File: src/rv_cfg.svh
// Core sizing; RV_XLEN other than 32 is not supported by the RV32I field layout
`ifndef RV_CFG_SVH
`define RV_CFG_SVH

// Data, address and instruction width
`define RV_XLEN 32

// Architectural registers, x0 included
`define RV_NUM_REGS 32

// First fetch address after ctrl_reset
`define RV_RESET_PC 32'h0000_0000

// No compressed instructions, so always one word
`define RV_INST_STEP 32'd4

`endif

File: src/rv_pkg.sv
// Types for the RV32I core; only the opcodes the core executes are named here
`default_nettype none

`include "rv_cfg.svh"

package rv_pkg;

    typedef logic [`RV_XLEN-1:0] word_t;

    typedef logic [$clog2(`RV_NUM_REGS)-1:0] reg_idx_t;

    // Major opcodes kept by this core, anything else decodes to no write
    typedef enum logic [6:0] {
        OPC_OP     = 7'b0110011,
        OPC_OP_IMM = 7'b0010011,
        OPC_LUI    = 7'b0110111,
        OPC_AUIPC  = 7'b0010111
    } opcode_t;

    // funct3 codes of the integer ALU group
    typedef enum logic [2:0] {
        ALU_ADD  = 3'b000, // SUB when alu_alt
        ALU_SLL  = 3'b001,
        ALU_SLT  = 3'b010,
        ALU_SLTU = 3'b011,
        ALU_XOR  = 3'b100,
        ALU_SRX  = 3'b101, // SRL, or SRA when alu_alt
        ALU_OR   = 3'b110,
        ALU_AND  = 3'b111
    } alu_func_t;

endpackage

`default_nettype wire

File: src/fetch_stage.sv
// icache_data must be valid in the same cycle as icache_addr; no branch or jump redirect
`timescale 1ns/10ps
`default_nettype none

`include "rv_cfg.svh"

module fetch_stage (
    input  logic          ctrl_clk,
    input  logic          ctrl_reset,
    input  logic          icache_rdy,
    input  rv_pkg::word_t icache_data,
    output rv_pkg::word_t icache_addr,
    output rv_pkg::word_t inst,
    output rv_pkg::word_t pc,
    output logic          fetch_bubble
);

    rv_pkg::word_t pc_q; // Address of the next instruction to fetch

    assign icache_addr = pc_q;

    always_ff @(posedge ctrl_clk) begin
        if (ctrl_reset) begin
            pc_q         <= `RV_RESET_PC;
            fetch_bubble <= 1'b1;
        end else if (icache_rdy) begin
            pc_q         <= pc_q + `RV_INST_STEP;
            fetch_bubble <= 1'b0;
        end else begin
            fetch_bubble <= 1'b1; // Port stalled, pass a bubble on
        end
    end

    // Instruction and its PC, qualified by fetch_bubble
    always_ff @(posedge ctrl_clk) begin
        if (icache_rdy) begin
            inst <= icache_data;
            pc   <= pc_q;
        end
    end

endmodule

`default_nettype wire

File: src/register_file.sv
// Write port trusts the caller to never strobe x0; no read-during-write bypass
`timescale 1ns/10ps
`default_nettype none

`include "rv_cfg.svh"

module register_file (
    input  logic             ctrl_clk,
    input  rv_pkg::reg_idx_t rs1_addr,
    input  rv_pkg::reg_idx_t rs2_addr,
    output rv_pkg::word_t    rs1_data,
    output rv_pkg::word_t    rs2_data,
    input  logic             wb_en,
    input  rv_pkg::reg_idx_t wb_addr,
    input  rv_pkg::word_t    wb_data
);

    rv_pkg::word_t regs [`RV_NUM_REGS];

    // x0 is hardwired on the read side
    assign rs1_data = (rs1_addr == '0) ? '0 : regs[rs1_addr];
    assign rs2_data = (rs2_addr == '0) ? '0 : regs[rs2_addr];

    always_ff @(posedge ctrl_clk) begin
        if (wb_en) begin
            regs[wb_addr] <= wb_data;
        end
    end

endmodule

`default_nettype wire

File: src/decode_stage.sv
// No hazard detection or forwarding; a reader must trail its writer by two instructions
`timescale 1ns/10ps
`default_nettype none

`include "rv_cfg.svh"

module decode_stage (
    input  logic              ctrl_clk,
    input  logic              ctrl_reset,
    input  rv_pkg::word_t     inst,
    input  rv_pkg::word_t     pc,
    input  logic              fetch_bubble,
    output rv_pkg::reg_idx_t  rs1_addr,
    output rv_pkg::reg_idx_t  rs2_addr,
    input  rv_pkg::word_t     rs1_data,
    input  rv_pkg::word_t     rs2_data,
    output rv_pkg::word_t     op_a,
    output rv_pkg::word_t     op_b,
    output rv_pkg::reg_idx_t  rd,
    output rv_pkg::alu_func_t alu_func,
    output logic              alu_alt,
    output logic              writes_rd,
    output logic              dec_bubble
);

    rv_pkg::opcode_t   opcode;
    logic [2:0]        funct3;
    rv_pkg::word_t     imm_i;
    rv_pkg::word_t     imm_u;
    logic              is_nop;
    rv_pkg::word_t     op_a_d;
    rv_pkg::word_t     op_b_d;
    rv_pkg::alu_func_t func_d;
    logic              alt_d;
    logic              wr_d;

    assign opcode   = rv_pkg::opcode_t'(inst[6:0]);
    assign funct3   = inst[14:12];
    assign rs1_addr = inst[19:15];
    assign rs2_addr = inst[24:20];

    assign imm_i = {{(`RV_XLEN-12){inst[31]}}, inst[31:20]};
    assign imm_u = {inst[31:12], 12'b0};

    // addi x0, x0, 0 and friends
    assign is_nop = (opcode == rv_pkg::OPC_OP_IMM) && (inst[31:7] == '0);

    always_comb begin
        op_a_d = rs1_data;
        op_b_d = rs2_data;
        func_d = rv_pkg::alu_func_t'(funct3);
        alt_d  = 1'b0;
        wr_d   = 1'b0;
        case (opcode)
            rv_pkg::OPC_OP: begin
                alt_d = inst[30]; // SUB, SRA
                wr_d  = 1'b1;
            end
            rv_pkg::OPC_OP_IMM: begin
                op_b_d = imm_i;
                // Bit 30 is immediate data except for SRAI
                alt_d  = (funct3 == rv_pkg::ALU_SRX) && inst[30];
                wr_d   = 1'b1;
            end
            rv_pkg::OPC_LUI: begin
                op_a_d = imm_u;
                op_b_d = '0;
                func_d = rv_pkg::ALU_ADD;
                wr_d   = 1'b1;
            end
            rv_pkg::OPC_AUIPC: begin
                op_a_d = imm_u;
                op_b_d = pc;
                func_d = rv_pkg::ALU_ADD;
                wr_d   = 1'b1;
            end
            default: begin
                wr_d = 1'b0; // Branches, loads, stores, system
            end
        endcase
    end

    always_ff @(posedge ctrl_clk) begin
        if (ctrl_reset) begin
            dec_bubble <= 1'b1;
            writes_rd  <= 1'b0;
        end else begin
            dec_bubble <= fetch_bubble || is_nop;
            writes_rd  <= wr_d;
        end
    end

    always_ff @(posedge ctrl_clk) begin
        op_a     <= op_a_d;
        op_b     <= op_b_d;
        rd       <= inst[11:7];
        alu_func <= func_d;
        alu_alt  <= alt_d;
    end

endmodule

`default_nettype wire

File: src/execute_stage.sv
// Single-cycle ALU; wb_en is never raised for x0, which the register file relies on
`timescale 1ns/10ps
`default_nettype none

`include "rv_cfg.svh"

module execute_stage (
    input  logic              ctrl_clk,
    input  logic              ctrl_reset,
    input  rv_pkg::word_t     op_a,
    input  rv_pkg::word_t     op_b,
    input  rv_pkg::reg_idx_t  rd,
    input  rv_pkg::alu_func_t alu_func,
    input  logic              alu_alt,
    input  logic              writes_rd,
    input  logic              dec_bubble,
    output logic              wb_en,
    output rv_pkg::reg_idx_t  wb_addr,
    output rv_pkg::word_t     wb_data
);

    logic [4:0]    shamt;
    rv_pkg::word_t alu_res;

    assign shamt = op_b[4:0];

    always_comb begin
        case (alu_func)
            rv_pkg::ALU_ADD:  alu_res = alu_alt ? op_a - op_b : op_a + op_b;
            rv_pkg::ALU_SLL:  alu_res = op_a << shamt;
            rv_pkg::ALU_SLT:  alu_res = {{(`RV_XLEN-1){1'b0}}, $signed(op_a) < $signed(op_b)};
            rv_pkg::ALU_SLTU: alu_res = {{(`RV_XLEN-1){1'b0}}, op_a < op_b};
            rv_pkg::ALU_XOR:  alu_res = op_a ^ op_b;
            rv_pkg::ALU_SRX: begin
                // Kept apart so the arithmetic shift stays signed
                if (alu_alt) begin
                    alu_res = $signed(op_a) >>> shamt;
                end else begin
                    alu_res = op_a >> shamt;
                end
            end
            rv_pkg::ALU_OR:   alu_res = op_a | op_b;
            rv_pkg::ALU_AND:  alu_res = op_a & op_b;
            default:          alu_res = '0;
        endcase
    end

    always_ff @(posedge ctrl_clk) begin
        if (ctrl_reset) begin
            wb_en <= 1'b0;
        end else begin
            wb_en <= !dec_bubble && writes_rd && (rd != '0);
        end
    end

    always_ff @(posedge ctrl_clk) begin
        wb_addr <= rd;
        wb_data <= alu_res; // Only meaningful with wb_en
    end

endmodule

`default_nettype wire

File: src/rv_core.sv
// Four-stage RV32I ALU subset; only icache_rdy stalls, and stalls become bubbles
`timescale 1ns/10ps
`default_nettype none

module rv_core (
    input  logic             ctrl_clk,
    input  logic             ctrl_reset,
    output rv_pkg::word_t    icache_addr,
    input  rv_pkg::word_t    icache_data,
    input  logic             icache_rdy,
    output logic             wb_en,
    output rv_pkg::reg_idx_t wb_addr,
    output rv_pkg::word_t    wb_data
);

    // Fetch to decode
    rv_pkg::word_t     inst;
    rv_pkg::word_t     pc;
    logic              fetch_bubble;

    // Decode and register file
    rv_pkg::reg_idx_t  rs1_addr;
    rv_pkg::reg_idx_t  rs2_addr;
    rv_pkg::word_t     rs1_data;
    rv_pkg::word_t     rs2_data;

    // Decode to execute
    rv_pkg::word_t     op_a;
    rv_pkg::word_t     op_b;
    rv_pkg::reg_idx_t  rd;
    rv_pkg::alu_func_t alu_func;
    logic              alu_alt;
    logic              writes_rd;
    logic              dec_bubble;

    fetch_stage i_fetch_stage (
        .ctrl_clk     (ctrl_clk),
        .ctrl_reset   (ctrl_reset),
        .icache_rdy   (icache_rdy),
        .icache_data  (icache_data),
        .icache_addr  (icache_addr),
        .inst         (inst),
        .pc           (pc),
        .fetch_bubble (fetch_bubble)
    );

    decode_stage i_decode_stage (
        .ctrl_clk     (ctrl_clk),
        .ctrl_reset   (ctrl_reset),
        .inst         (inst),
        .pc           (pc),
        .fetch_bubble (fetch_bubble),
        .rs1_addr     (rs1_addr),
        .rs2_addr     (rs2_addr),
        .rs1_data     (rs1_data),
        .rs2_data     (rs2_data),
        .op_a         (op_a),
        .op_b         (op_b),
        .rd           (rd),
        .alu_func     (alu_func),
        .alu_alt      (alu_alt),
        .writes_rd    (writes_rd),
        .dec_bubble   (dec_bubble)
    );

    register_file i_register_file (
        .ctrl_clk (ctrl_clk),
        .rs1_addr (rs1_addr),
        .rs2_addr (rs2_addr),
        .rs1_data (rs1_data),
        .rs2_data (rs2_data),
        .wb_en    (wb_en),
        .wb_addr  (wb_addr),
        .wb_data  (wb_data)
    );

    execute_stage i_execute_stage (
        .ctrl_clk   (ctrl_clk),
        .ctrl_reset (ctrl_reset),
        .op_a       (op_a),
        .op_b       (op_b),
        .rd         (rd),
        .alu_func   (alu_func),
        .alu_alt    (alu_alt),
        .writes_rd  (writes_rd),
        .dec_bubble (dec_bubble),
        .wb_en      (wb_en),
        .wb_addr    (wb_addr),
        .wb_data    (wb_data)
    );

endmodule

`default_nettype wire

File: config.mk
export PLATFORM = sky130hd
export DESIGN_NAME = rv_core
export DESIGN_NICKNAME = d
export VERILOG_FILES = /design/src/rv_pkg.sv /design/src/fetch_stage.sv /design/src/register_file.sv /design/src/decode_stage.sv /design/src/execute_stage.sv /design/src/rv_core.sv
export VERILOG_INCLUDE_DIRS = /design/src
export SDC_FILE = /design/constraint.sdc
export NUM_CORES = 2
export LEC_CHECK = 0
export ABC_AREA = 1
export ABC_CLOCK_PERIOD_IN_PS = 2750
export BUFFER_PORTS_ARGS = -buffer_cell sky130_fd_sc_hd__buf_2
export CAP_MARGIN = 10
export CELL_PAD_IN_SITES_DETAIL_PLACEMENT = 1
export CELL_PAD_IN_SITES_GLOBAL_PLACEMENT = 1
export CORE_ASPECT_RATIO = 1.25
export CORE_MARGIN = 2
export CORE_UTILIZATION = 50
export CTS_BUF_LIST = sky130_fd_sc_hd__clkbuf_2
export CTS_CLUSTER_DIAMETER = 200
export CTS_CLUSTER_SIZE = 40
export DETAILED_ROUTE_END_ITERATION = 10
export PLACE_DENSITY_LB_ADDON = 0.1
export SYNTH_ARGS = -nofsm -noshare
export SYNTH_HDL_FRONTEND = slang
export SYNTH_HIERARCHICAL = 1
export SYNTH_SLANG_ARGS = --single-unit
File: constraint.sdc
create_clock -name ctrl_clk -period 2.75 [get_ports ctrl_clk]
set_input_delay 0.55 -clock ctrl_clk [delete_from_list [all_inputs] [get_ports ctrl_clk]]
set_output_delay 0.55 -clock ctrl_clk [all_outputs]
set_load 0.01 [all_outputs]
## Word level (Yosys, flattened, before mapping)

Memories as Yosys holds them, arrays and structs flattened. A register that Yosys moved wholly into a read port is not among the register bits.
Cells that the tools add are included.

- Add/sub/neg operators: 3
- $mul: 0
- Divide/modulo/power cells: 0
- Order comparisons: 2
- Equal/unequal tests: 12
- Shift-type cells: 3
- Muxes and demuxes: 14
- Bitwise operators: 3
- Reduce and logical (&&, ||, !) cells: 14

Operators with widths:

| kind | count |
|---|---|
| $pmux 32 s8 | 1 |
| $mux 32 | 5 |
| $pmux 32 s3 | 1 |
| $lt 32x32->1 | 2 |
| $add 32x3->32 const B | 1 |
| $add 32x32->32 | 1 |
| $and 32x32->32 | 1 |
| $or 32x32->32 | 1 |
| $shl 32x5->32 | 1 |
| $shr 32x5->32 | 1 |
| $sshr 32x5->32 | 1 |
| $sub 32x32->32 | 1 |
| $xor 32x32->32 | 1 |
| $logic_not 25->1 | 1 |
| $eq 3x3->1 const B | 5 |
| $eq 7x5->1 const B | 2 |
| $eq 7x6->1 const B | 2 |
| $logic_not 5->1 | 2 |
| $mux 5 | 2 |
| $eq 3x2->1 const B | 2 |
| $reduce_bool 5->1 | 1 |
| $logic_and 1x1->1 | 4 |
| $mux 1 | 4 |
| $reduce_or 4->1 | 1 |
| 7 further kinds | 7 |

- Register bits after elaboration: 210
- Latch bits: 0
- Bits in writable memories: 1024
- Bits in read-only memories: 0
- Input port bits: 35
- Word-level logic and storage cells: 67
- Memories kept: 1

Memory list:

| memory | depth | bits a word | read ports | clocked after Yosys merged registers in | write ports | RTL line | source |
|---|---|---|---|---|---|---|---|
| i_register_file.regs | 32 | 32 | 2 | 2 | 1 | register_file.sv:18 | `` rv_pkg::word_t regs [`RV_NUM_REGS]; `` |

## Depth between registers and ports, before layout

- Depth after elaboration: 3
- Mapped depth: 21
- Depth with buffers taken out: 17

## By module

Netlist, hierarchy kept.

Modules (own cells, without submodules):

| module | times used | cells an instance | area an instance (um2) | seq. area each (um2) |
|---|---|---|---|---|
| register_file | 1 | 5956 | 52105.0 | 30749.5 |
| execute_stage | 1 | 2006 | 10359.9 | 760.7 |
| fetch_stage | 1 | 355 | 3706.1 | 2482.4 |
| decode_stage | 1 | 349 | 2783.9 | 1501.4 |

## Worst setup path before layout

OpenSTA, ideal clock, no wires.

- Path kind: reg2reg
- From: reg i_execute_stage.wb_en
- To: mem i_register_file/regs[31][0] (netlist name) (enable)
- Library setup time: 421 ps
- Arrival time: 2054 ps
- Required time: 2329 ps
- Setup slack: 275 ps
- Stages on the path, launching flop included: 3
- Clock period less this slack: 2475 ps
- Path through: dfxtp_1 > nand3_1 > nor2_1

- Cells in the longest elaborated chain, start to end: 2

RTL lines:

| item | RTL line | source |
|---|---|---|
| from (decl) | execute_stage.sv:17 | `output logic wb_en,` |
| from (signal assigned) | execute_stage.sv:52 | `wb_en <= !dec_bubble && writes_rd && (rd != '0);` |
| $mux 1 | register_file.sv:25 | `if (wb_en) begin` |
| $mux 1 (not written as such) | register_file.sv:26 | `regs[wb_addr] <= wb_data;` |
| to (decl) | register_file.sv:18 |  |

Every way passes these cells.

## Final worst setup path

- From: reg i_execute_stage.wb_data[29]
- To: out wb_data[29]

RTL lines:

| item | RTL line | source |
|---|---|---|
| from (decl) | execute_stage.sv:19 | `output rv_pkg::word_t wb_data` |
| from (signal assigned) | execute_stage.sv:58 | `wb_data <= alu_res;` |
| to (decl) | rv_core.sv:13 | `output rv_pkg::word_t wb_data` |

No word-level cell between the ends.

==> flow_metrics.py <==
metrics = {
    "setup_path": {
        "crit_arrival_ns": 2.61,
        "reg2reg_depth": 14,
        "crit_slowest_cell": "dfxtp_4",
        "crit_buf_inv": 1,
        "worstPathCellList": "buf_6",
        "r2r_setup_slack_ns": -0.14,
        "worstPathRequired_ns": 2.20,
        "cp_max_fo": 2,
        "critical_path_class": "reg -> out",
        "slowest_delay_ns": 0.67,
        "cp-end-kind": "output pin",
        "start_kind": "register",
        "crit_end": "wb_data[29]",
        "r2r-end": "i_execute_stage/wb_data[29]",
        "r2r-start": "i_decode_stage/op_a[18]",
        "crit_cells": 1,
        "setup.worst_path.start": "i_execute_stage/wb_data[29]",
        "critPathTopFamily": "flip-flops",
    },
    "sta": {
        "whs_ns": 0.0418,
        "setup_ws_ns": -0.415,
        "period_needed_ns": 3.16,
        "fmax_ghz": 0.316,
        "tightest_slew_ns": 0.958,
        "finClkSkew_ns": 0.175,
        "grt_setup_unrepaired": "yes",
        "setup_viol": 81,
        "post-route-period-util": 1.15,
        "slew_headroom": 0.359,
        "slew_violations": 0,
        "finalHoldViolations": 0,
    },
    "pwr": {
        "vdd_drop_max_mv": 0.765,
        "power_density_nw_per_um2": 617,
        "leakagePower_uw": 0.0329,
    },
    "yosys": {
        "synth_area_sq_um": 69000,
        "async_flop_share": 0,
        "avgSynthCellArea_sq_um": 7.96,
        "yosys.area.top_type": "edfxtp_1",
        "synth.distinct_cells": 54,
        "ys_seq_area_frac": 0.515,
        "synth_warnings": 6,
        "synth.top_cells.by_count": "nand2_1, nand3_1, edfxtp_1",
        "synth.area.top_cells": "edfxtp_1, nand2_1, nand3_1",
        "yosysMostFrequentCell": "nand2_1",
        "synth_cells": 8666,
        "synth_ff_type": "edfxtp_1",
        "synth_edf_count": 1086,
        "ys_ff_latch": 1230,
        "synth_top_area_frac": 0.473,
    },
    "cts": {
        "ctsHtreeMaxLevel": 2,
        "insertion_delay_ns": 1.78,
        "cts.sinks": 1230,
        "cts_tree": "yes",
        "cts_root_buf": "clkbuf_2",
        "cts_buffers": 36,
        "cts.clk_slew.worst_paths_ns": 0.83,
        "cts_buffer_depth": 3,
    },
    "worst_hold_path": {
        "hold_path_class": "in -> reg",
    },
    "drt": {
        "num_vias": 69700,
        "dr.pass1.iters": 6,
        "wirelength_mm": 341,
        "drt_iter0_drc": 8134,
        "postRouteAntennaNets": 0,
        "vias_per_cell": 6.42,
        "drc": 0,
        "detail_route.wl_per_cell_um": 31.4,
    },
    "flow_run": {
        "drv_cap": 0,
    },
    "floorplanning": {
        "ioPinCount": 105,
        "initial_utilization": 0.503,
        "dieArea_sq_um": 141000,
        "die_y_um": 419,
        "row_count": 152,
        "core-area_sq_um": 137000,
        "die-width_um": 336,
    },
    "final_layout": {
        "multi_input_comb_area_sq_um": 29300,
        "utilization": 0.572,
        "drive_gt1_frac": 0.121,
        "n_fill_cell": 16500,
        "nets": 9109,
        "seq_area_sq_um": 35800,
        "fin_cells": 10900,
        "area_delta_synth_final_pct": 13.7,
    },
    "global_route": {
        "grt-ovfl-total": 0,
        "grt_max_degree": 141,
        "met2_usage": 0.735,
        "antenna_found_initial": 23,
        "grt_pass1_vias": 70500,
        "use_met1": 0.552,
        "grt_pass1_wl_mm": 479,
        "track_usage": 0.469,
        "busiest_layer": "met2",
        "globalRouteMet3Util": 0.108,
    },
    "place": {
        "port_buffers": 102,
        "dp.final_hpwl_mm": 221,
        "place.gp.congestion": 1.02,
        "place_inst": 10600,
    },
    "status": {
        "outcome": "complete, but fails checks",
        "violations": "setup timing",
    },
}
-- metrics by stage --
| stage | TNS, ns | total power (uW) | instance area (sq um) | worst slack (ns) |
|---|---|---|---|---|
| after global routing | -19.51 | 49700 | 78400 | -0.460 |
| after CTS | -16.77 | 47100 | 77600 | -0.407 |
| final | -15.78 | 48400 | 78400 | -0.415 |
| after floorplan | 0 | 31700 | 69000 | 0.275 |
| after global placement | -4.83 | 39600 | 74600 | -0.718 |
| after detailed placement | -5.58 | 39900 | 74600 | -0.728 |
-- report_power, final --
| part | total (uW) | internal (uW) | leakage [uW] | switching [uW] |
|---|---|---|---|---|
| clock network | 6230 | 520 | 0.000242 | 5710 |
| logic | 18900 | 6020 | 0.0215 | 12900 |
| registers | 23200 | 22300 | 0.0112 | 962 |
| total | 48400 | 28800 | 0.0329 | 19500 |
-- final cells by class --
cell class | instances | area share
Clock buffer | 54 | 0.00345
Sequential cell | 1230 | 0.456
Tap cell | 1848 | 0.0295
Multi-Input combinational cell | 6415 | 0.373
Clock inverter | 4 | 0.000319
Antenna cell | 20 | 0.000638
Inverter | 459 | 0.0230
Timing Repair Buffer | 832 | 0.114
-- cells in the final DEF, fill, tap and decap left out, types with 26 or more instances in the layout --
| cell type | netlist | routed |
|---|---|---|
| a21oi_1 | 287 | 285 |
| buf_12 | 0 | 117 |
| buf_2 | 283 | 33 |
| buf_4 | 58 | 491 |
| buf_6 | 55 | 67 |
| clkbuf_2 | 5 | 54 |
| dfxtp_1 | 144 | 49 |
| dfxtp_4 | 0 | 71 |
| dlygate4sd3_1 | 0 | 75 |
| edfxtp_1 | 1086 | 1086 |
| ha_1 | 98 | 94 |
| inv_1 | 434 | 429 |
| nand2_1 | 2912 | 2902 |
| nand3_1 | 1322 | 1299 |
| nor2_1 | 986 | 923 |
| nor2_2 | 7 | 26 |
| nor2_4 | 11 | 55 |
| nor3_1 | 31 | 29 |
| o211ai_1 | 64 | 64 |
| o21ai_0 | 409 | 401 |
| o21ai_1 | 113 | 116 |
| o22ai_1 | 31 | 31 |
-- per-layer routing --
layer | share of wire | routed length [um] | up-vias
met5 | 0.00039 | 133 | -
met4 | 0.095 | 32300 | 16
met3 | 0.11 | 37100 | 1423
met2 | 0.45 | 153000 | 4535
met1 | 0.35 | 118000 | 34300
li1 | - | - | 29400
-- cells by family (layout without fill, tap and decap cells) --
| kind of cell | Yosys count | count (layout) | synth area share |
|---|---|---|---|
| and+or+nand+nor | 5335 | 5335 | 0.320 |
| muxes | 7 | 7 | 0.00102 |
| AOI/OAI and AO/OA | 962 | 962 | 0.0750 |
| xor gates and xnor gates | 7 | 7 | 0.000889 |
| other | 1 | 24 | 0.0000544 |
| buffers and inverters | 1024 | 1349 | 0.0703 |
| DFF | 1230 | 1230 | 0.515 |
| adders and majority gates | 100 | 100 | 0.0184 |
-- flip-flops by register name, indices dropped and copies added, names as in the netlist --
| name | count |
|---|---|
| i_decode_stage/alu_alt | 1 |
| i_decode_stage/alu_func | 3 |
| i_decode_stage/dec_bubble | 1 |
| i_decode_stage/op_a | 32 |
| i_decode_stage/op_b | 32 |
| i_decode_stage/rd | 5 |
| i_decode_stage/writes_rd | 1 |
| i_execute_stage/wb_addr | 5 |
| i_execute_stage/wb_data | 32 |
| i_execute_stage/wb_en | 1 |
| i_fetch_stage/fetch_bubble | 1 |
| i_fetch_stage/icache_addr | 30 |
| i_fetch_stage/inst | 32 |
| i_fetch_stage/pc | 30 |
| i_register_file/regs | 1024 |
-- worst min-delay path by stage --
stage	slack, ns	cells past startpoint	to	start
after floorplan	0.32	0	i_execute_stage/wb_addr[4]	i_decode_stage/rd[4]
after global placement	0.34	0	i_execute_stage/wb_addr[2]	i_decode_stage/rd[2]
after detailed placement	0.35	0	i_execute_stage/wb_addr[2]	i_decode_stage/rd[2]
after CTS	0.004	3	i_fetch_stage/inst[19]	icache_data[19]
after global routing	-0.006	3	i_fetch_stage/inst[24]	icache_data[24]
final	0.04	3	i_fetch_stage/inst[4]	icache_data[4]
-- repair_timing --
action / CTS / global route
endpoints found under the hold margin: 128 / 2
setup buffers: 72 / 19
pin swaps: 3 / 7
endpoints found under the setup margin: 98 / 123
resized for setup: 322 / 108
gates cloned: 9 / 13
hold buffers: 73 / 2
No activity file was read; power rests on OpenSTA's default activity.
